### src/uninasoc_macros.svh
// uninasoc parameters: bus widths, memory and queue depths, address map
`ifndef UNINASOC_MACROS_SVH
`define UNINASOC_MACROS_SVH

// bus widths
`define BUS_ADDR_WIDTH 32
`define BUS_DATA_WIDTH 32

// sizes
`define MEM_WORDS      256   // main memory depth in words
`define REQ_FIFO_DEPTH 4     // request queue entries
`define NUM_IRQ_SRC    4     // peripheral interrupt lines

// address map, region selector is addr[31:28]
`define MEM_BASE   32'h0000_0000
`define PLIC_BASE  32'h4000_0000
`define REGION_MSB 31

`endif

### src/uninasoc_pkg.sv
// uninasoc shared types: bus fields, interrupt vector and decode enums
`include "uninasoc_macros.svh"

package uninasoc_pkg;

    ////////////////////////////////////////
    // bus fields
    ////////////////////////////////////////

    typedef logic [`BUS_ADDR_WIDTH-1:0] bus_addr_t;
    typedef logic [`BUS_DATA_WIDTH-1:0] bus_data_t;
    typedef logic [`NUM_IRQ_SRC-1:0]    irq_vec_t;   // one bit per source

    typedef enum logic [0:0] {
        OP_READ  = 1'b0,
        OP_WRITE = 1'b1
    } bus_op_e;

    // target slave, decoded once in the master
    typedef enum logic [1:0] {
        SEL_MEM  = 2'd0,
        SEL_PLIC = 2'd1,
        SEL_NONE = 2'd2   // unmapped or misaligned
    } slave_sel_e;

    // plic register index, address bit 2
    typedef enum logic [0:0] {
        PLIC_ENABLE  = 1'b0,   // offset 0x0
        PLIC_PENDING = 1'b1    // offset 0x4
    } plic_reg_e;

endpackage : uninasoc_pkg

### src/soc_bus_if.sv
// single-beat request bus with valid/ready handshake between soc blocks
`timescale 1ns/10ps

interface soc_bus_if;

    import uninasoc_pkg::*;

    logic       valid;   // request present
    logic       ready;   // receiver can take it
    bus_op_e    op;
    slave_sel_e sel;     // pre-decoded target
    bus_addr_t  addr;
    bus_data_t  wdata;

    // request sender
    modport master (
        output valid, op, sel, addr, wdata,
        input  ready
    );

    // request receiver
    modport slave (
        input  valid, op, sel, addr, wdata,
        output ready
    );

endinterface : soc_bus_if

### src/req_fifo.sv
// request queue: circular buffer between the system master and the main bus
`timescale 1ns/10ps
`include "uninasoc_macros.svh"

module req_fifo (
    input  logic      sys_clock_i,
    input  logic      rst_i,
    soc_bus_if.slave  s_bus,
    soc_bus_if.master m_bus
);

    import uninasoc_pkg::*;

    localparam int DEPTH = `REQ_FIFO_DEPTH;
    localparam int PTR_W = (DEPTH > 1) ? $clog2(DEPTH) : 1;
    localparam int CNT_W = $clog2(DEPTH + 1);

    // entry storage, one array per field
    bus_op_e    op_q    [DEPTH];
    slave_sel_e sel_q   [DEPTH];
    bus_addr_t  addr_q  [DEPTH];
    bus_data_t  wdata_q [DEPTH];

    logic [PTR_W-1:0] wr_ptr_q, rd_ptr_q;
    logic [CNT_W-1:0] count_q;   // occupied entries
    logic             push, pop;

    function automatic logic [PTR_W-1:0] next_ptr(input logic [PTR_W-1:0] ptr);
        return (ptr == PTR_W'(DEPTH - 1)) ? '0 : ptr + 1'b1;
    endfunction

    assign s_bus.ready = (count_q != CNT_W'(DEPTH));   // full blocks the master
    assign m_bus.valid = (count_q != '0);
    assign push        = s_bus.valid && s_bus.ready;
    assign pop         = m_bus.valid && m_bus.ready;

    ////////////////////////////////////////
    // pointers and count
    ////////////////////////////////////////

    always_ff @(posedge sys_clock_i) begin
        if (rst_i) begin
            wr_ptr_q <= '0;
            rd_ptr_q <= '0;
            count_q  <= '0;
        end else begin
            if (push) wr_ptr_q <= next_ptr(wr_ptr_q);
            if (pop)  rd_ptr_q <= next_ptr(rd_ptr_q);
            case ({push, pop})
                2'b10:   count_q <= count_q + 1'b1;
                2'b01:   count_q <= count_q - 1'b1;
                default: count_q <= count_q;   // idle or both
            endcase
        end
    end

    always_ff @(posedge sys_clock_i) begin
        if (push) begin
            op_q[wr_ptr_q]    <= s_bus.op;
            sel_q[wr_ptr_q]   <= s_bus.sel;
            addr_q[wr_ptr_q]  <= s_bus.addr;
            wdata_q[wr_ptr_q] <= s_bus.wdata;
        end
    end

    // head entry, registered storage so no fall-through
    assign m_bus.op    = op_q[rd_ptr_q];
    assign m_bus.sel   = sel_q[rd_ptr_q];
    assign m_bus.addr  = addr_q[rd_ptr_q];
    assign m_bus.wdata = wdata_q[rd_ptr_q];

    // a write lands on a free slot, a read takes a written one
    a_no_write_full: assert property (@(posedge sys_clock_i) disable iff (rst_i)
        push |-> (count_q == '0) || (wr_ptr_q != rd_ptr_q));
    a_no_read_empty: assert property (@(posedge sys_clock_i) disable iff (rst_i)
        pop |-> (count_q == CNT_W'(DEPTH)) || (wr_ptr_q != rd_ptr_q));

endmodule : req_fifo

### src/flat_wrapper.sv
// flat-port wrapper written by rule: the top's interface ports become plain ports
module req_fifo_flat import uninasoc_pkg::*;
  (sys_clock_i, rst_i, s_bus_valid, s_bus_op, s_bus_sel, s_bus_addr, s_bus_wdata, s_bus_ready, m_bus_valid, m_bus_op, m_bus_sel, m_bus_addr, m_bus_wdata, m_bus_ready);
  soc_bus_if s_bus_i ();
  soc_bus_if m_bus_i ();
  input  logic sys_clock_i;
  input  logic rst_i;
  input wire logic [$bits(s_bus_i.valid)-1:0] s_bus_valid;
  input wire logic [$bits(s_bus_i.op)-1:0] s_bus_op;
  input wire logic [$bits(s_bus_i.sel)-1:0] s_bus_sel;
  input wire logic [$bits(s_bus_i.addr)-1:0] s_bus_addr;
  input wire logic [$bits(s_bus_i.wdata)-1:0] s_bus_wdata;
  output wire logic [$bits(s_bus_i.ready)-1:0] s_bus_ready;
  output wire logic [$bits(m_bus_i.valid)-1:0] m_bus_valid;
  output wire logic [$bits(m_bus_i.op)-1:0] m_bus_op;
  output wire logic [$bits(m_bus_i.sel)-1:0] m_bus_sel;
  output wire logic [$bits(m_bus_i.addr)-1:0] m_bus_addr;
  output wire logic [$bits(m_bus_i.wdata)-1:0] m_bus_wdata;
  input wire logic [$bits(m_bus_i.ready)-1:0] m_bus_ready;
  assign s_bus_i.valid = s_bus_valid;
  assign s_bus_i.op = s_bus_op;
  assign s_bus_i.sel = s_bus_sel;
  assign s_bus_i.addr = s_bus_addr;
  assign s_bus_i.wdata = s_bus_wdata;
  assign s_bus_ready = s_bus_i.ready;
  assign m_bus_valid = m_bus_i.valid;
  assign m_bus_op = m_bus_i.op;
  assign m_bus_sel = m_bus_i.sel;
  assign m_bus_addr = m_bus_i.addr;
  assign m_bus_wdata = m_bus_i.wdata;
  assign m_bus_i.ready = m_bus_ready;
  req_fifo u_core (.sys_clock_i(sys_clock_i), .rst_i(rst_i), .s_bus(s_bus_i), .m_bus(m_bus_i));
endmodule
### config.mk
export PLATFORM = sky130hd
export DESIGN_NAME = req_fifo_flat
export DESIGN_NICKNAME = d
export VERILOG_FILES = /design/src/uninasoc_pkg.sv /design/src/soc_bus_if.sv /design/src/req_fifo.sv /design/src/flat_wrapper.sv
export VERILOG_INCLUDE_DIRS = /design/src
export SDC_FILE = /design/constraint.sdc
export NUM_CORES = 1
export LEC_CHECK = 0
export ABC_AREA = 1
export ABC_CLOCK_PERIOD_IN_PS = 9600
export BUFFER_PORTS_ARGS = -buffer_cell sky130_fd_sc_hd__buf_2
export CAP_MARGIN = 5
export CELL_PAD_IN_SITES_DETAIL_PLACEMENT = 1
export CELL_PAD_IN_SITES_GLOBAL_PLACEMENT = 1
export CORE_UTILIZATION = 45
export DETAILED_ROUTE_END_ITERATION = 10
export GPL_TIMING_DRIVEN = 0
export PLACE_DENSITY_LB_ADDON = 0.2
export SLEW_MARGIN = 20
export SYNTH_ARGS = -nofsm -noshare
export SYNTH_HDL_FRONTEND = slang
export SYNTH_SLANG_ARGS = --single-unit
### constraint.sdc
create_clock -name sys_clock_i -period 9.6 [get_ports sys_clock_i]
set_input_delay 1.92 -clock sys_clock_i [delete_from_list [all_inputs] [get_ports sys_clock_i]]
set_output_delay 1.92 -clock sys_clock_i [all_outputs]
set_load 0.01 [all_outputs]
==> results.toml, run 1 <==
[outcome]
status = "completed"

[power]
p_sw_w = 0.00113
leakagePower_nw = 4.55
finalPower_w = 0.00356
p_sw_share_pct = 31.7
p_per_area_nw_per_um2 = 280
seqPwrFrac_pct = 41.7
ir_drop_v = 0.000189
intPower_w = 0.00243
p_comb_share_pct = 28.7
pwr-share-clk_pct = 29.6

[yosys]
synthMuxAreaShare_pct = 0
synth_top_area_share_pct = 77.1
synth-warning-count = 0
synth-simple-area-share_pct = 6.12
yosys.area.top_type = "edfxtp_1"
synth.avg_cell_area_um2 = 14.6
yosys.area_share.xor_xnor_pct = 0
syn-instance-count = 716
synth-adder-area-share_pct = 0.911
ys_ff_latch = 277
ys_top_cells_by_area = "edfxtp_1 77%, o21ai_0 6.4%, nor2_1 5.3%, o22ai_1 4.0%, dfxtp_1 1.7%"
netlist_area_um2 = 10400
synth_top_family_by_area = "compound AO/OA/AOI/OAI gates"
synth.distinct_cells = 24
synth_compound_area_share_pct = 10.8
seq_area_frac_synth_pct = 78.9
syn_nets = 794

[routing]
drtAntennaViolNets = 0
viasPerCell = 5.49
drt_wl_total_um = 26400
drtPass1Iterations = 6
wl_per_cell_um = 21.9
drc = 0
drt_iter0_drc = 432
num_vias = 6618

[placement]
place.gp.congestion = 0.726
dpl.hpwl_um = 17200
dpl_cell_area_um2 = 11800
io_buffers = 139

[final_layout]
postLayoutCoreUtil_pct = 56.0
drive_gt1_share_pct = 24.9
final_nets = 976
final_area_um2 = 12700
syn_to_final_growth_pct = 22.0

[clock_network]
hold_buffers = 0
cts_root_buf = "clkbuf_16"
clockBufferDepth = 3
cts_setup_buffers = 0
cts_buffers = 28
clock_latency_ps = 530
h-tree-depth = 1
tritoncts = "done"
clock_sinks = 277
cts.clk_slew.worst_paths_ps = 60
cts_resized = 0

[critical_path]
crit-reg2reg-launch = "u_core.count_q[1]$_SDFFE_PP0P_"
endpoint_kind = "output port"
critPathRequiredTime_ps = 7680
worstPathMaxFanout = 10
r2r_end = "u_core.count_q[2]$_SDFFE_PP0P_"
reg2reg_depth = 12
cp-start-kind = "flip-flop"
crit_type = "reg -> out"
rrSetupSlack_ps = 7240
cp.arrival_ps = 2130

[sta]
fin_skew_ps = 17.8
rsz0062_at_grt = "no"
slew_violations = 0
setup_violations = 0
setup_tns_ps = 0
maxSlewHeadroom_pct = 55.2
worst_slew_pin_slew_ps = 670
fin_crit_ps = 4050
finalHoldViolCount = 0
min_period_over_period_pct = 42.2
fmax_mhz = 247

[floorplanning]
rows = 55
die_h_um = 154
die_area_um2 = 23800
initial_core_util_pct = 45.9
die_x_um = 154
core_area_um2 = 22700
pin_count = 140

[min_path]
hp-start = "u_core.rd_ptr_q[0]$_SDFFE_PP0N_"
hold_path.class = "reg -> reg"
min_path_cells = 2

[global_routing]
grt_pass1_wl_um = 40600
antenna_found_initial = 3
grt_max_degree = 23
overflow = 0
grtUsageTotal_pct = 22.5
first_global_vias = 7241

[run]
maxCapViolations = 0
[how the worst max path moves through the flow]
stage                      from                       endpoint  slack (ps)  cells past startpoint
CTS                   flip-flop                m_bus_wdata[10]        5540                      6
floorplan           s_bus_valid  u_core.addr_q[0][0]$_DFFE_PP_        4230                      2
global placement    s_bus_valid  u_core.addr_q[0][7]$_DFFE_PP_        1590                      3
global route          flip-flop                m_bus_wdata[10]        5410                      6
detailed placement  s_bus_valid  u_core.addr_q[0][4]$_DFFE_PP_        5830                      6
finish                flip-flop                m_bus_wdata[10]        5550                      6
[critical path, cell delays in order (launching register included)]
cell      delay (ps)
dfxtp_1          310
buf_6            160
inv_8            100
clkbuf_1         400
o21ai_0          150
o22ai_1          270
buf_2            200
[through the flow]
| stage | hold slack, ps | instances | worst slack (ps) |
|---|---|---|---|
| floorplan | 479 | 716 | 4230 |
| global placement | 499 | 1140 | 1590 |
| detailed placement | 517 | 1153 | 5830 |
| CTS | 528 | 1205 | 5540 |
| global route | 553 | 1205 | 5410 |
| finish | 533 | 1206 | 5550 |
[metal layers]
| metal | part of all wire (%) | GRT usage, % | vias up | wire length, um |
|---|---|---|---|---|
| li1 | - | - | 3066 | - |
| met5 | 0.098 | 0 | - | 26 |
| met3 | 4.8 | 3.56 | 37 | 1260 |
| met2 | 52 | 41.8 | 162 | 13800 |
| met1 | 41 | 27.6 | 3349 | 10900 |
| met4 | 1.7 | 5.33 | 4 | 450 |
[sequential cells by signal (all words and copies together), names as in the netlist, named ones only]
signal           count
u_core.count_q       3
u_core.sel_q         8
u_core.wr_ptr_q      2
u_core.addr_q      128
u_core.op_q          4
u_core.rd_ptr_q      2
u_core.wdata_q     128
[power groups by stage]
stage / Sequential, W / Clock, W / Combinational [W]
CTS: 0.00149 / 0.00107 / 0.00104
detailed placement: 0.00151 / 0 / 0.00103
global route: 0.00149 / 0.00111 / 0.00112
finish: 0.00148 / 0.00105 / 0.00102
global placement: 0.00153 / 0 / 0.000943
floorplan: 0.00151 / 0 / 0.000561
[synth_stat cells, drive strengths merged]
master / count
fa: 1
ha: 6
edfxtp: 268
buf: 22
nand3: 2
or2: 1
o22ai: 67
nor2: 148
nand3b: 2
a21oi: 3
inv: 16
a21boi: 1
clkbuf: 21
dfxtp: 9
nand4: 1
nand2: 12
o21ai: 136
[layout make-up]
cell class / instances / area [um2]
clock inverters: 13 / 110
inverters: 16 / 67.6
clock buffers: 39 / 783
diodes: 1 / 2.50
plain buffers: 43 / 282
flip-flops and latches: 277 / 8230
repair buffers: 152 / 1010
fillers: 2227 / 9980
multi-input cells: 380 / 1890
well taps: 285 / 357
[placed cells by master, fill, tap and decap left out, types with 2 or more instances in the layout]
cell type / netlist / layout
inv_1: 14 / 14
clkinv_2: 0 / 4
nand3b_1: 2 / 2
clkbuf_4: 3 / 3
buf_8: 1 / 2
nor2_1: 148 / 144
buf_16: 0 / 8
ha_1: 6 / 6
o21ai_0: 133 / 133
buf_2: 11 / 150
clkbuf_1: 11 / 19
dfxtp_1: 9 / 9
clkbuf_8: 0 / 2
bufinv_16: 0 / 2
a21oi_1: 3 / 3
buf_6: 10 / 10
edfxtp_1: 268 / 268
o22ai_1: 67 / 67
buf_12: 0 / 4
nand2_1: 12 / 12
clkbuf_16: 0 / 29
clkinv_1: 0 / 6
clkbuf_2: 7 / 7
o21ai_1: 3 / 3
nor2_4: 0 / 4
nand3_1: 2 / 2
[logic make-up after synthesis]
| family | count (synthesis) |
|---|---|
| compound gates | 207 |
| fa+ha+maj | 7 |
| buf+inv | 59 |
| flops | 277 |
| simple gates | 166 |
Power figures use the tool's default switching activity.
==> inputs of run 2 (changes only) <==
Settings changed: ABC_CLOCK_PERIOD_IN_PS 9600 to 3500, CORE_UTILIZATION 45 to 43.
Clock period 9.6 ns to 3.5 ns, I/O delays scaled along.
==> results.toml, run 2 (synthesized netlist as in run 1, its figures left out) <==
[final_layout]
syn_to_final_growth_pct = 23.8
final_cell_mix = "268 x edfxtp_1, 150 x buf_2, 144 x nor2_1"
top_regs = "u_core.addr_q (128), u_core.wdata_q (128), u_core.sel_q (8)"
fillerInstances = 2319
layout_commonest_cell = "edfxtp_1"
drive_gt1_share_pct = 25.5
final_nets = 977
final_cells = 1243
postLayoutCoreUtil_pct = 54.7

[min_path]
hp-start = "s_bus_wdata[15]"
hold_path.class = "in -> reg"

[sta]
setup_tns_ps = 0
fin_crit_ps = 2890
setup_slack_ps = 608
maxSlewHeadroom_pct = 53.9
finalHoldViolCount = 0
fmax_mhz = 346
fin_skew_ps = 10.4
slew_violations = 0
min_period_over_period_pct = 82.6
hold_slack_ps = 372
rsz0062_at_grt = "no"
setup_violations = 0
worst_slew_pin_slew_ps = 690

[clock_network]
clock_sinks = 277
cts_buffers = 30
cts.clk_slew.worst_paths_ps = 60
hold_buffers = 0
cts_resized = 0
tritoncts = "done"
clock_latency_ps = 540
cts_setup_buffers = 0
clockBufferDepth = 3
h-tree-depth = 1
cts_root_buf = "clkbuf_16"

[power]
p_per_area_nw_per_um2 = 795
leakagePower_nw = 4.61
ir_drop_v = 0.000405

[routing]
drtAntennaViolNets = 0
drtPass1Iterations = 5
wl_per_cell_um = 21.7
drt_iter0_drc = 405
drt_wl_total_um = 26900
num_vias = 6721
viasPerCell = 5.41
drc = 0

[global_routing]
overflow = 0
grt_pass1_wl_um = 40700
grt_max_degree = 23
antenna_found_initial = 3
grtUsageTotal_pct = 21.9
first_global_vias = 7370

[floorplanning]
die_x_um = 158
core_area_um2 = 23600
die_area_um2 = 24900
die_h_um = 158
rows = 56
initial_core_util_pct = 44.2
pin_count = 140

[critical_path]
cp-start-kind = "flip-flop"
worstPathMaxFanout = 10
critPathRequiredTime_ps = 2800
endpoint_kind = "output port"
cp.arrival_ps = 2190
crit_type = "reg -> out"
crit-reg2reg-launch = "u_core.count_q[1]$_SDFFE_PP0P_"

[placement]
io_buffers = 139
place.gp.congestion = 0.758
placed_cells = 1186
dpl.hpwl_um = 17000
dpl_worst_slack_ps = 1000

[outcome]
status = "completed"

[run]
maxCapViolations = 0
[run 2: layout make-up]
cell class | instances | area (um2) | area share (%)
Sequential cell | 277 | 8230 | 63.7
Antenna cell | 1 | 2.50 | 0.0194
Buffer | 43 | 282 | 2.18
Tap cell | 319 | 399 | 3.09
Clock inverter | 20 | 278 | 2.15
Inverter | 16 | 67.6 | 0.523
Clock buffer | 36 | 795 | 6.15
Multi-Input combinational cell | 380 | 1890 | 14.6
Timing Repair Buffer | 151 | 981 | 7.59
[run 2: report_power, final]
group / internal [W] / total, W / switching (W)
Clock: 0.00213 / 0.00339 / 0.00127
Combinational: 0.000966 / 0.00280 / 0.00183
Sequential: 0.00398 / 0.00408 / 0.0000951
Total: 0.00707 / 0.0103 / 0.00319
[run 2: final timing paths]
path / to / slack [ps] / cells after the start
hold reg to reg: u_core.rd_ptr_q[0]$_SDFFE_PP0N_ / 550 / 2
setup reg to reg: u_core.count_q[2]$_SDFFE_PP0P_ / 1170 / 12
setup / recovery: m_bus_wdata[9] / 610 / 4
hold / removal: u_core.wdata_q[3][15]$_DFFE_PP_ / 370 / 1
[run 2: critical path, cell delays in order (launching register included)]
cell and delay, ps:
dfxtp_1 470, clkbuf_1 420, o21ai_0 240, o22ai_1 320, buf_2 200
[run 2: per-layer routing]
metal  vias to the layer above  global-route usage (%)  routed length (um)  share of wire, %
met5                         -                       0                  11             0.041
met4                         2                    4.99                 466               1.7
met3                        38                    3.94                1500               5.6
met2                       180                    41.1               14100                53
met1                      3441                    25.8               10800                40
li1                       3060                       -                   -                 -
[run 2: metrics by stage]
step | total power, W | area, um2
floorplan | 0.00568 | 10400
global placement | 0.00677 | 11500
detailed placement | 0.00696 | 11800
CTS | 0.0104 | 12900
global route | 0.0107 | 12900
finish | 0.0103 | 12900
