**src/uninasoc_macros.svh**
```systemverilog
// uninasoc parameters: bus widths, memory and queue depths, address map
`ifndef UNINASOC_MACROS_SVH
`define UNINASOC_MACROS_SVH

// bus widths
`define BUS_ADDR_WIDTH 32
`define BUS_DATA_WIDTH 32

// sizes
`define MEM_WORDS      256   // main memory depth in words
`define REQ_FIFO_DEPTH 4     // request queue entries
`define NUM_IRQ_SRC    4     // peripheral interrupt lines

// address map, region selector is addr[31:28]
`define MEM_BASE   32'h0000_0000
`define PLIC_BASE  32'h4000_0000
`define REGION_MSB 31

`endif

```
**src/uninasoc_pkg.sv**
```systemverilog
// uninasoc shared types: bus fields, interrupt vector and decode enums
`include "uninasoc_macros.svh"

package uninasoc_pkg;

    ////////////////////////////////////////
    // bus fields
    ////////////////////////////////////////

    typedef logic [`BUS_ADDR_WIDTH-1:0] bus_addr_t;
    typedef logic [`BUS_DATA_WIDTH-1:0] bus_data_t;
    typedef logic [`NUM_IRQ_SRC-1:0]    irq_vec_t;   // one bit per source

    typedef enum logic [0:0] {
        OP_READ  = 1'b0,
        OP_WRITE = 1'b1
    } bus_op_e;

    // target slave, decoded once in the master
    typedef enum logic [1:0] {
        SEL_MEM  = 2'd0,
        SEL_PLIC = 2'd1,
        SEL_NONE = 2'd2   // unmapped or misaligned
    } slave_sel_e;

    // plic register index, address bit 2
    typedef enum logic [0:0] {
        PLIC_ENABLE  = 1'b0,   // offset 0x0
        PLIC_PENDING = 1'b1    // offset 0x4
    } plic_reg_e;

endpackage : uninasoc_pkg

```
**src/soc_bus_if.sv**
```systemverilog
// single-beat request bus with valid/ready handshake between soc blocks
`timescale 1ns/10ps

interface soc_bus_if;

    import uninasoc_pkg::*;

    logic       valid;   // request present
    logic       ready;   // receiver can take it
    bus_op_e    op;
    slave_sel_e sel;     // pre-decoded target
    bus_addr_t  addr;
    bus_data_t  wdata;

    // request sender
    modport master (
        output valid, op, sel, addr, wdata,
        input  ready
    );

    // request receiver
    modport slave (
        input  valid, op, sel, addr, wdata,
        output ready
    );

endinterface : soc_bus_if

```
**src/sys_master.sv**
```systemverilog
// system master: registers host commands and decodes them into bus requests
`timescale 1ns/10ps
`include "uninasoc_macros.svh"

module sys_master (
    input  logic                  sys_clock_i,
    input  logic                  rst_i,
    input  logic                  host_req_i,
    input  logic                  host_we_i,
    input  uninasoc_pkg::bus_addr_t host_addr_i,
    input  uninasoc_pkg::bus_data_t host_wdata_i,
    output logic                  host_ready_o,
    soc_bus_if.master             m_bus
);

    import uninasoc_pkg::*;

    localparam int        REGION_LSB = `REGION_MSB - 3;
    localparam bus_addr_t MEM_REGION  = `MEM_BASE;
    localparam bus_addr_t PLIC_REGION = `PLIC_BASE;

    logic       req_valid_q;   // command register full
    logic       host_accept;
    slave_sel_e sel_d;

    ////////////////////////////////////////
    // address decode
    ////////////////////////////////////////

    always_comb begin
        sel_d = SEL_NONE;   // unknown region
        if (host_addr_i[1:0] == 2'b00) begin   // word aligned only
            if (host_addr_i[`REGION_MSB:REGION_LSB] == MEM_REGION[`REGION_MSB:REGION_LSB])
                sel_d = SEL_MEM;
            else if (host_addr_i[`REGION_MSB:REGION_LSB] == PLIC_REGION[`REGION_MSB:REGION_LSB])
                sel_d = SEL_PLIC;
        end
    end

    // free slot, or current request leaves this edge
    assign host_ready_o = !req_valid_q || m_bus.ready;
    assign host_accept  = host_req_i && host_ready_o;

    ////////////////////////////////////////
    // command register
    ////////////////////////////////////////

    always_ff @(posedge sys_clock_i) begin
        if (rst_i) begin
            req_valid_q <= 1'b0;
        end else if (host_accept) begin
            req_valid_q <= 1'b1;
        end else if (m_bus.ready) begin
            req_valid_q <= 1'b0;   // transferred
        end
    end

    always_ff @(posedge sys_clock_i) begin
        if (host_accept) begin
            m_bus.op    <= host_we_i ? OP_WRITE : OP_READ;
            m_bus.sel   <= sel_d;
            m_bus.addr  <= host_addr_i;
            m_bus.wdata <= host_wdata_i;
        end
    end

    assign m_bus.valid = req_valid_q;

    // request held steady until the queue takes it
    a_req_stable: assert property (@(posedge sys_clock_i) disable iff (rst_i)
        m_bus.valid && !m_bus.ready |=> m_bus.valid && $stable(m_bus.op) &&
        $stable(m_bus.sel) && $stable(m_bus.addr) && $stable(m_bus.wdata));

endmodule : sys_master

```
**src/flat_wrapper.sv**
```systemverilog
// flat-port wrapper written by rule: the top's interface ports become plain ports
module sys_master_flat import uninasoc_pkg::*;
  (sys_clock_i, rst_i, host_req_i, host_we_i, host_addr_i, host_wdata_i, host_ready_o, m_bus_valid, m_bus_op, m_bus_sel, m_bus_addr, m_bus_wdata, m_bus_ready);
  soc_bus_if m_bus_i ();
  input  logic sys_clock_i;
  input  logic rst_i;
  input  logic host_req_i;
  input  logic host_we_i;
  input  uninasoc_pkg::bus_addr_t host_addr_i;
  input  uninasoc_pkg::bus_data_t host_wdata_i;
  output logic host_ready_o;
  output wire logic [$bits(m_bus_i.valid)-1:0] m_bus_valid;
  output wire logic [$bits(m_bus_i.op)-1:0] m_bus_op;
  output wire logic [$bits(m_bus_i.sel)-1:0] m_bus_sel;
  output wire logic [$bits(m_bus_i.addr)-1:0] m_bus_addr;
  output wire logic [$bits(m_bus_i.wdata)-1:0] m_bus_wdata;
  input wire logic [$bits(m_bus_i.ready)-1:0] m_bus_ready;
  assign m_bus_valid = m_bus_i.valid;
  assign m_bus_op = m_bus_i.op;
  assign m_bus_sel = m_bus_i.sel;
  assign m_bus_addr = m_bus_i.addr;
  assign m_bus_wdata = m_bus_i.wdata;
  assign m_bus_i.ready = m_bus_ready;
  sys_master u_core (.sys_clock_i(sys_clock_i), .rst_i(rst_i), .host_req_i(host_req_i), .host_we_i(host_we_i), .host_addr_i(host_addr_i), .host_wdata_i(host_wdata_i), .host_ready_o(host_ready_o), .m_bus(m_bus_i));
endmodule
```
**config.mk**
```make
export PLATFORM = sky130hd
export DESIGN_NAME = sys_master_flat
export DESIGN_NICKNAME = d
export VERILOG_FILES = /design/src/uninasoc_pkg.sv /design/src/soc_bus_if.sv /design/src/sys_master.sv /design/src/flat_wrapper.sv
export VERILOG_INCLUDE_DIRS = /design/src
export SDC_FILE = /design/constraint.sdc
export NUM_CORES = 1
export LEC_CHECK = 0
export BUFFER_PORTS_ARGS = -buffer_cell sky130_fd_sc_hd__buf_4
export CORE_MARGIN = 1
export CORE_UTILIZATION = 37
export CTS_BUF_LIST = sky130_fd_sc_hd__clkbuf_16
export DETAILED_ROUTE_END_ITERATION = 8
export PLACE_DENSITY = 0.73
export SYNTH_ARGS = -nofsm -noshare
export SYNTH_HDL_FRONTEND = slang
export SYNTH_SLANG_ARGS = --single-unit
```
**constraint.sdc**
```tcl
create_clock -name sys_clock_i -period 2.6 [get_ports sys_clock_i]
set_input_delay 0.39 -clock sys_clock_i [delete_from_list [all_inputs] [get_ports sys_clock_i]]
set_output_delay 0.39 -clock sys_clock_i [all_outputs]
set_load 0.05 [all_outputs]
```
==> results of run 1 <==
## power groups by stage
stage	registers [mW]	logic [mW]	clock network [mW]
floorplan	1.54	0.0255	0
global placement	1.32	0.425	0
detailed placement	1.32	0.430	0
CTS	1.30	0.431	1.07
global route	1.30	0.442	1.10
finish	1.30	0.427	1.03
## synth_stat cells
cell       n
nand2b_4   1
edfxtp_1  67
nor2_1     1
a21oi_1    1
and2_1     1
inv_1      1
and3_1     1
dfxtp_1    1
nand2_1    1
nor3_2     1
## kinds of logic (layout without fill, tap and decap cells)
group / after synthesis / in the layout
compound gates: 1 / 1
buf+inv: 1 / 154
flops: 68 / 68
simple gates: 6 / 6
## how the worst max path moves through the flow
stage                        from                      to  slack, ns  cells after the start
6_report       u_core.m_bus.valid            host_ready_o       1.27                      2
5_1_grt        u_core.m_bus.valid            host_ready_o       1.22                      2
4_1_cts        u_core.m_bus.valid            host_ready_o       1.24                      2
3_5_place_dp          m_bus_ready   u_core.m_bus.wdata[6]       1.18                      4
3_3_place_gp          m_bus_ready  u_core.m_bus.wdata[20]       1.19                      4
2_1_floorplan  u_core.m_bus.valid    u_core.m_bus.addr[0]       0.53                      2
## area by class of cell
cell class	count	area share [%]
Inverter	1	0.1078
Sequential cell	68	58.38
Tap cell	70	2.516
Multi-Input combinational cell	7	1.438
Clock buffer	9	6.470
Timing Repair Buffer	138	30.12
Clock inverter	6	0.9705
## flip-flops by register name, summed over array words and instances, names as in the netlist
register and count:
u_core.m_bus.addr 32, u_core.m_bus.op 1, u_core.m_bus.wdata 32, u_core.m_bus.sel 2, u_core.m_bus.valid 1
## metal layers
| metal | global-route usage (%) | wire length, um | share of wire, % | vias up |
|---|---|---|---|---|
| li1 | - | - | - | 605 |
| met3 | 8.214 | 532 | 11 | 4 |
| met4 | 7.170 | 27 | 0.57 | 0 |
| met5 | 0 | 0 | 0 | - |
| met2 | 27.86 | 2478 | 52 | 84 |
| met1 | 18.21 | 1720 | 36 | 591 |
## through the flow
step           area (um2)  util (%)
2_1_floorplan        2086         -
3_3_place_gp         3222     61.13
3_5_place_dp         3222     61.13
4_1_cts              3481     66.05
5_1_grt              3481     66.05
6_report             3481     66.05
==> key figures, run 1 <==
Global route
  – Number of global-route vias before repair: 1307
  – Initial antenna violation count: 0
  – Largest net degree at the start of global routing: slightly below 70
  – First-pass GRT wire length: roughly 7000 um
  – Grt ovf: 0
  – Total GRT Usage: approximately 17%

Yosys
  – Post-Synth XOR/XNOR Area: 0%
  – Synthesized area per cell: roughly 27 um2
  – Mapped Cells: 76
  – Leading area contributor after synthesis: edfxtp_1
  – Post-Synth Adder-Cell Area: 0%
  – Synth warn: 0
  – Unique masters post-synth: 10
  – Post-synthesis mux area share: 0%
  – Share of the synthesized area in the top cell type: between 90% and 100%
  – Compound-Gate Fraction of Synth Area: 0.2401%
  – Synth top area cells: edfxtp_1 97%, dfxtp_1 0.96%, nand2b_4 0.66%
  – Mapped Area: 2084 um2
  – Largest family of logic cells by synthesized area: simple AND/OR/NAND/NOR gates
  – Syn Nets: 145
  – Seq/Total Area, Yosys: 97.48%
  – Simple-gate share of the synthesized area: 2.101%
  – Flops & latches, synth: between 60 and 70

CTS
  – Post-CTS sizing: 0
  – Clock latency on the worst-skew pair: about 0.31 ns
  – Clock tree buffer depth: 2
  – Post-cts hold buffer count: 0
  – Clock-pin transition on the worst setup and hold timing paths: roughly 0.050 ns
  – Clk sinks: 68
  – CTS buffer count: 9
  – H-tree levels: 3
  – CTS tree: yes
  – Post-CTS setup buffer count: 0
  – Clock root cell: clkbuf_16

Setup path
  – Critical Path End Type: primary output
  – Crit-path cells: nand2b_4, buf_4
  – Origin of the critical flop-to-flop path: u_core.m_bus.valid
  – Arr. time, crit path: 0.94 ns
  – Crit-path max FO: 3
  – Reg-to-reg endpoint: u_core.m_bus.addr[8]
  – Slowest CP cell: dfxtp_1
  – CP required: 2.21 ns
  – Critical path startpoint category: register
  – Worst R2R Path Depth: 3
  – Slowest Stage Delay on Critical Path: 0.38 ns
  – Critical path buffers and inverters: 1
  – Kind of critical path: reg2out
  – R2r setup slk: 1.36 ns
  – Top delay family on crit path: flip-flops

Hold path
  – Hold EP: u_core.m_bus.valid
  – Worst hold stages: 2
  – Hold path startpoint: rst_i
  – Hold Crit Class: in2reg

Cells and area
  – Most frequent cells in the layout: 137 x buf_4, 67 x edfxtp_1, 9 x clkbuf_16
  – Syn-to-layout area delta: 66.99%
  – Final #Nets: 294
  – Reg area: 2032 um2
  – Most common cell after layout, fill and taps aside: buf_4
  – ANT cells: 0
  – Share of cells above drive strength 1: 67.69%
  – Layout fillers: 372
  – Multi-input logic area: 50.05 um2
  – Fin cells: 299

Route
  – DRC errors left: 0
  – Total Routed Length: 4758 um
  – Antenna viol nets, final: 0
  – Vias/cell: 4.294
  – Via count: 1284
  – Routed WL per cell: ~16 um
  – First-pass iteration count of the detailed router: 4
  – DR iter-0 viols: 94

Timing
  – RSZ-0062 raised after global routing: false
  – TNS Setup: 0 ns
  – Clock Skews: 0.003828 ns
  – Min cycle time layout: 1.333 ns
  – Final critical-path share of the clock period: 51.29%
  – Hold Worst Slack: 0.2306 ns
  – Final setup viols: 0
  – Final hold vios: 0
  – Worst Tran Pin Value: 0.3448 ns
  – Worst setup margin: approximately 1.3 ns
  – Slew HR: between 70% and 80%
  – Fin. max-slew vios: 0
  – Fmax: approximately 750 MHz

Placed design
  – Dpl hpwl: roughly 3400 um
  – Gpl congestion: 0.7052
  – DP Worst Slack: 1.178 ns
  – Input/output buffers: 137
  – Dpl cells: around 280

Die
  – Row Count: 26
  – I/O pin count: 138
  – Area of the core: 5270 um2
  – Die area: 5938 um2
  – Die extent in y: ~77 um
  – Starting density of the core: 39.55%
  – Die width: 77.06 um

Power and ir drop
  – Maximum VDD drop: about 380 uV
  – Pwr dens: between 700 and 800 nW/um2
  – Switching part of the total power: roughly a quarter
  – Final total power: approximately 2.8 mW
  – Int Pwr: 2.056 mW
  – Flop pwr share: 47.1%
  – Lkg Pwr: 1.478 nW
  – Logic gate share of total power: 15.5%
  – NetSw: 0.6999 mW
  – Clock group share of total power: ~37%

Outcome
  – Outcome: completed

Job
  – Maxcap violations: 0
Power figures use the tool's default switching activity.
==> inputs of run 2 (changes only) <==
Clock period 2.6 ns to 1.1 ns, I/O delays scaled along.
==> run 2 against run 1 <==
The run now ends with negative setup slack left. Cell count increased by 2.3%. Utilization increased by 3.4 points. Die area unchanged. Critical endpoint unchanged. Highest routed layer unchanged.
==> key figures, run 2 (synthesis results as in run 1) <==
Route
  – DR iter-0 viols: 53 (-44%)
  – DRC errors left: 0 (unchanged)
  – Routed WL per cell: 17.45 um (+9.7%)
  – Via count: 1332 (+3.7%)
  – Vias/cell: 4.353 (+1.4%)
  – First-pass iteration count of the detailed router: 4 (unchanged)
  – Antenna viol nets, final: 0 (unchanged)
  – Total Routed Length: 5340 um (+12%)

Timing
  – Fin. max-slew vios: 0 (unchanged)
  – TNS Setup: -1.748 ns (-1.748 ns)
  – Final critical-path share of the clock period: 104.1%
  – Slew HR: 88.44% (+11 points)
  – Worst Tran Pin Value: 0.1734 ns (-0.1714 ns)
  – Fmax: 873.7 MHz
  – RSZ-0062 raised after global routing: true
  – Worst setup margin: -0.04457 ns (-1.311 ns)
  – Final hold vios: 0 (unchanged)
  – Min cycle time layout: 1.145 ns
  – Final setup viols: 64 (+64)
  – Clock Skews: 0.004691 ns (+0.0008628 ns)

Setup path
  – Origin of the critical flop-to-flop path: u_core.m_bus.valid
  – Critical path buffers and inverters: 2 (+1)
  – CP required: 0.94 ns (-1.27 ns)
  – Critical Path End Type: primary output
  – CP Launch Point: u_core.m_bus.valid
  – Slowest CP cell: dfxtp_4
  – Kind of critical path: reg2out
  – Top delay family on crit path: flip-flops
  – Slowest Stage Delay on Critical Path: 0.35 ns (-0.03 ns)
  – Crit-path max FO: 2 (-1)
  – Crit-path cells: nand2b_4, buf_6, buf_8
  – Critical path startpoint category: register
  – Arr. time, crit path: 0.98 ns (+0.04 ns)

Die
  – Row Count: 26 (unchanged)
  – Die extent in y: 77.06 um (unchanged)
  – Starting density of the core: 39.55% (unchanged)
  – Die area: 5938 um2 (unchanged)
  – Area of the core: 5270 um2 (unchanged)
  – I/O pin count: 138 (unchanged)
  – Die width: 77.06 um (unchanged)

Global route
  – Total GRT Usage: 18.33% (+1.5 points)
  – Number of global-route vias before repair: 1340 (+2.5%)
  – First-pass GRT wire length: 7700 um (+10%)
  – Largest net degree at the start of global routing: 33 (-51%)
  – Initial antenna violation count: 0 (unchanged)
  – Grt ovf: 0 (unchanged)

CTS
  – Clock tree buffer depth: 2 (unchanged)
  – CTS tree: yes
  – Clock latency on the worst-skew pair: 0.32 ns (about the same)
  – H-tree levels: 3 (unchanged)
  – Clk sinks: 68 (unchanged)
  – Post-CTS setup buffer count: 0 (unchanged)
  – CTS buffer count: 9 (unchanged)
  – Clock-pin transition on the worst setup and hold timing paths: 0.06 ns (about the same)
  – Clock root cell: clkbuf_16

Cells and area
  – Most frequent cells in the layout: 132 x buf_4, 67 x edfxtp_1, 10 x clkbuf_16
  – ANT cells: 0 (unchanged)
  – Final #Nets: 300 (+2.0%)
  – Final core utilization: 69.42% (+3.4 points)
  – Share of cells above drive strength 1: 69.07% (+1.4 points)
  – Syn-to-layout area delta: 75.51%
  – Fin cells: 306 (+2.3%)
  – Biggest regs: u_core.m_bus.addr: 32 flops, u_core.m_bus.wdata: 32 flops, u_core.m_bus.sel: 2 flops
  – Layout fillers: 350 (-5.9%)
  – Cell area after layout: 3659 um2 (+5.1%)
  – Most common cell after layout, fill and taps aside: buf_4

Placed design
  – Placed Instance Area: 3254 um2 (+1.0%)
  – Gpl congestion: 0.6995 (-0.81%)
  – Dpl cells: 286 (+0.70%)
  – Input/output buffers: 137 (unchanged)

Power and ir drop
  – Lkg Pwr: 1.549 nW (+4.8%)
  – Pwr dens: 1903 nW/um2 (+140%)
  – Maximum VDD drop: 1467 uV (+290%)
  – Final total power: 6.964 mW (+150%)

Hold path
  – Hold path startpoint: host_wdata_i[27]
  – Hold Crit Class: in2reg

Outcome
  – Outcome: finished, violations left
  – Failing checks: negative setup slack

Job
  – Maxcap violations: 0 (unchanged)
[run 2: changes by cell type in the layout (fill, tap and decap cells not counted), moves of 2 or more]
cell / before / now
buf_6: 0 / 5
buf_8: 0 / 2
clkinv_2: 3 / 1
buf_4: 137 / 132
[run 2: layout make-up]
class / count / area [um2] / area share [%]
clock inverters: 7 / 75.07 / 2.052
inverters: 1 / 3.754 / 0.1026
flip-flops and latches: 68 / 2036 / 55.64
well taps: 70 / 87.58 / 2.394
repair buffers: 144 / 1180 / 32.25
clock buffers: 9 / 225.2 / 6.156
multi-input cells: 7 / 51.30 / 1.402
[run 2: per-stage QoR]
step / hold WS [ns] / setup slack, ns
after floorplan: 0.2244 / -0.4568
after global placement: 0.3099 / 0.02091
after detailed placement: 0.3156 / 0.01065
after CTS: 0.007855 / -0.05408
after global routing: 0.007481 / -0.07072
final: 0.01755 / -0.04457
[run 2: what timing repair did]
| item | in CTS | in global routing |
|---|---|---|
| endpoints found under the setup margin | 28 | 55 |
| pin swaps | 0 | 1 |
| endpoints found under the hold margin | 1 | 0 |
| gates resized for setup | 4 | 5 |
| gates cloned | 1 | 2 |
| hold buffers | 1 | 0 |
[run 2: final timing paths]
kind | end | cells past startpoint | slack, ns
worst min register to register | u_core.m_bus.valid | 3 | 0.59
worst min-delay path | u_core.m_bus.wdata[27] | 1 | 0.02
worst max register to register | u_core.m_bus.wdata[22] | 3 | -0.03
worst max-delay path | host_ready_o | 3 | -0.04
[run 2: report_power, final]
part | internal [mW] | switching, mW | total (mW)
logic | 0.396 | 0.688 | 1.08
registers | 3.03 | 0.0458 | 3.07
clock network | 1.76 | 1.05 | 2.81
total | 5.18 | 1.78 | 6.96
[run 2: metal layers]
layer / part of all wire (%) / wire [um] / track usage (%) / vias up
met5: 0 / 0 / 0 / -
met4: 1.7 / 90 / 9.057 / 0
met3: 9.0 / 481 / 5.833 / 5
met2: 52 / 2776 / 31.34 / 84
met1: 37 / 1992 / 20.65 / 629
li1: - / - / - / 614
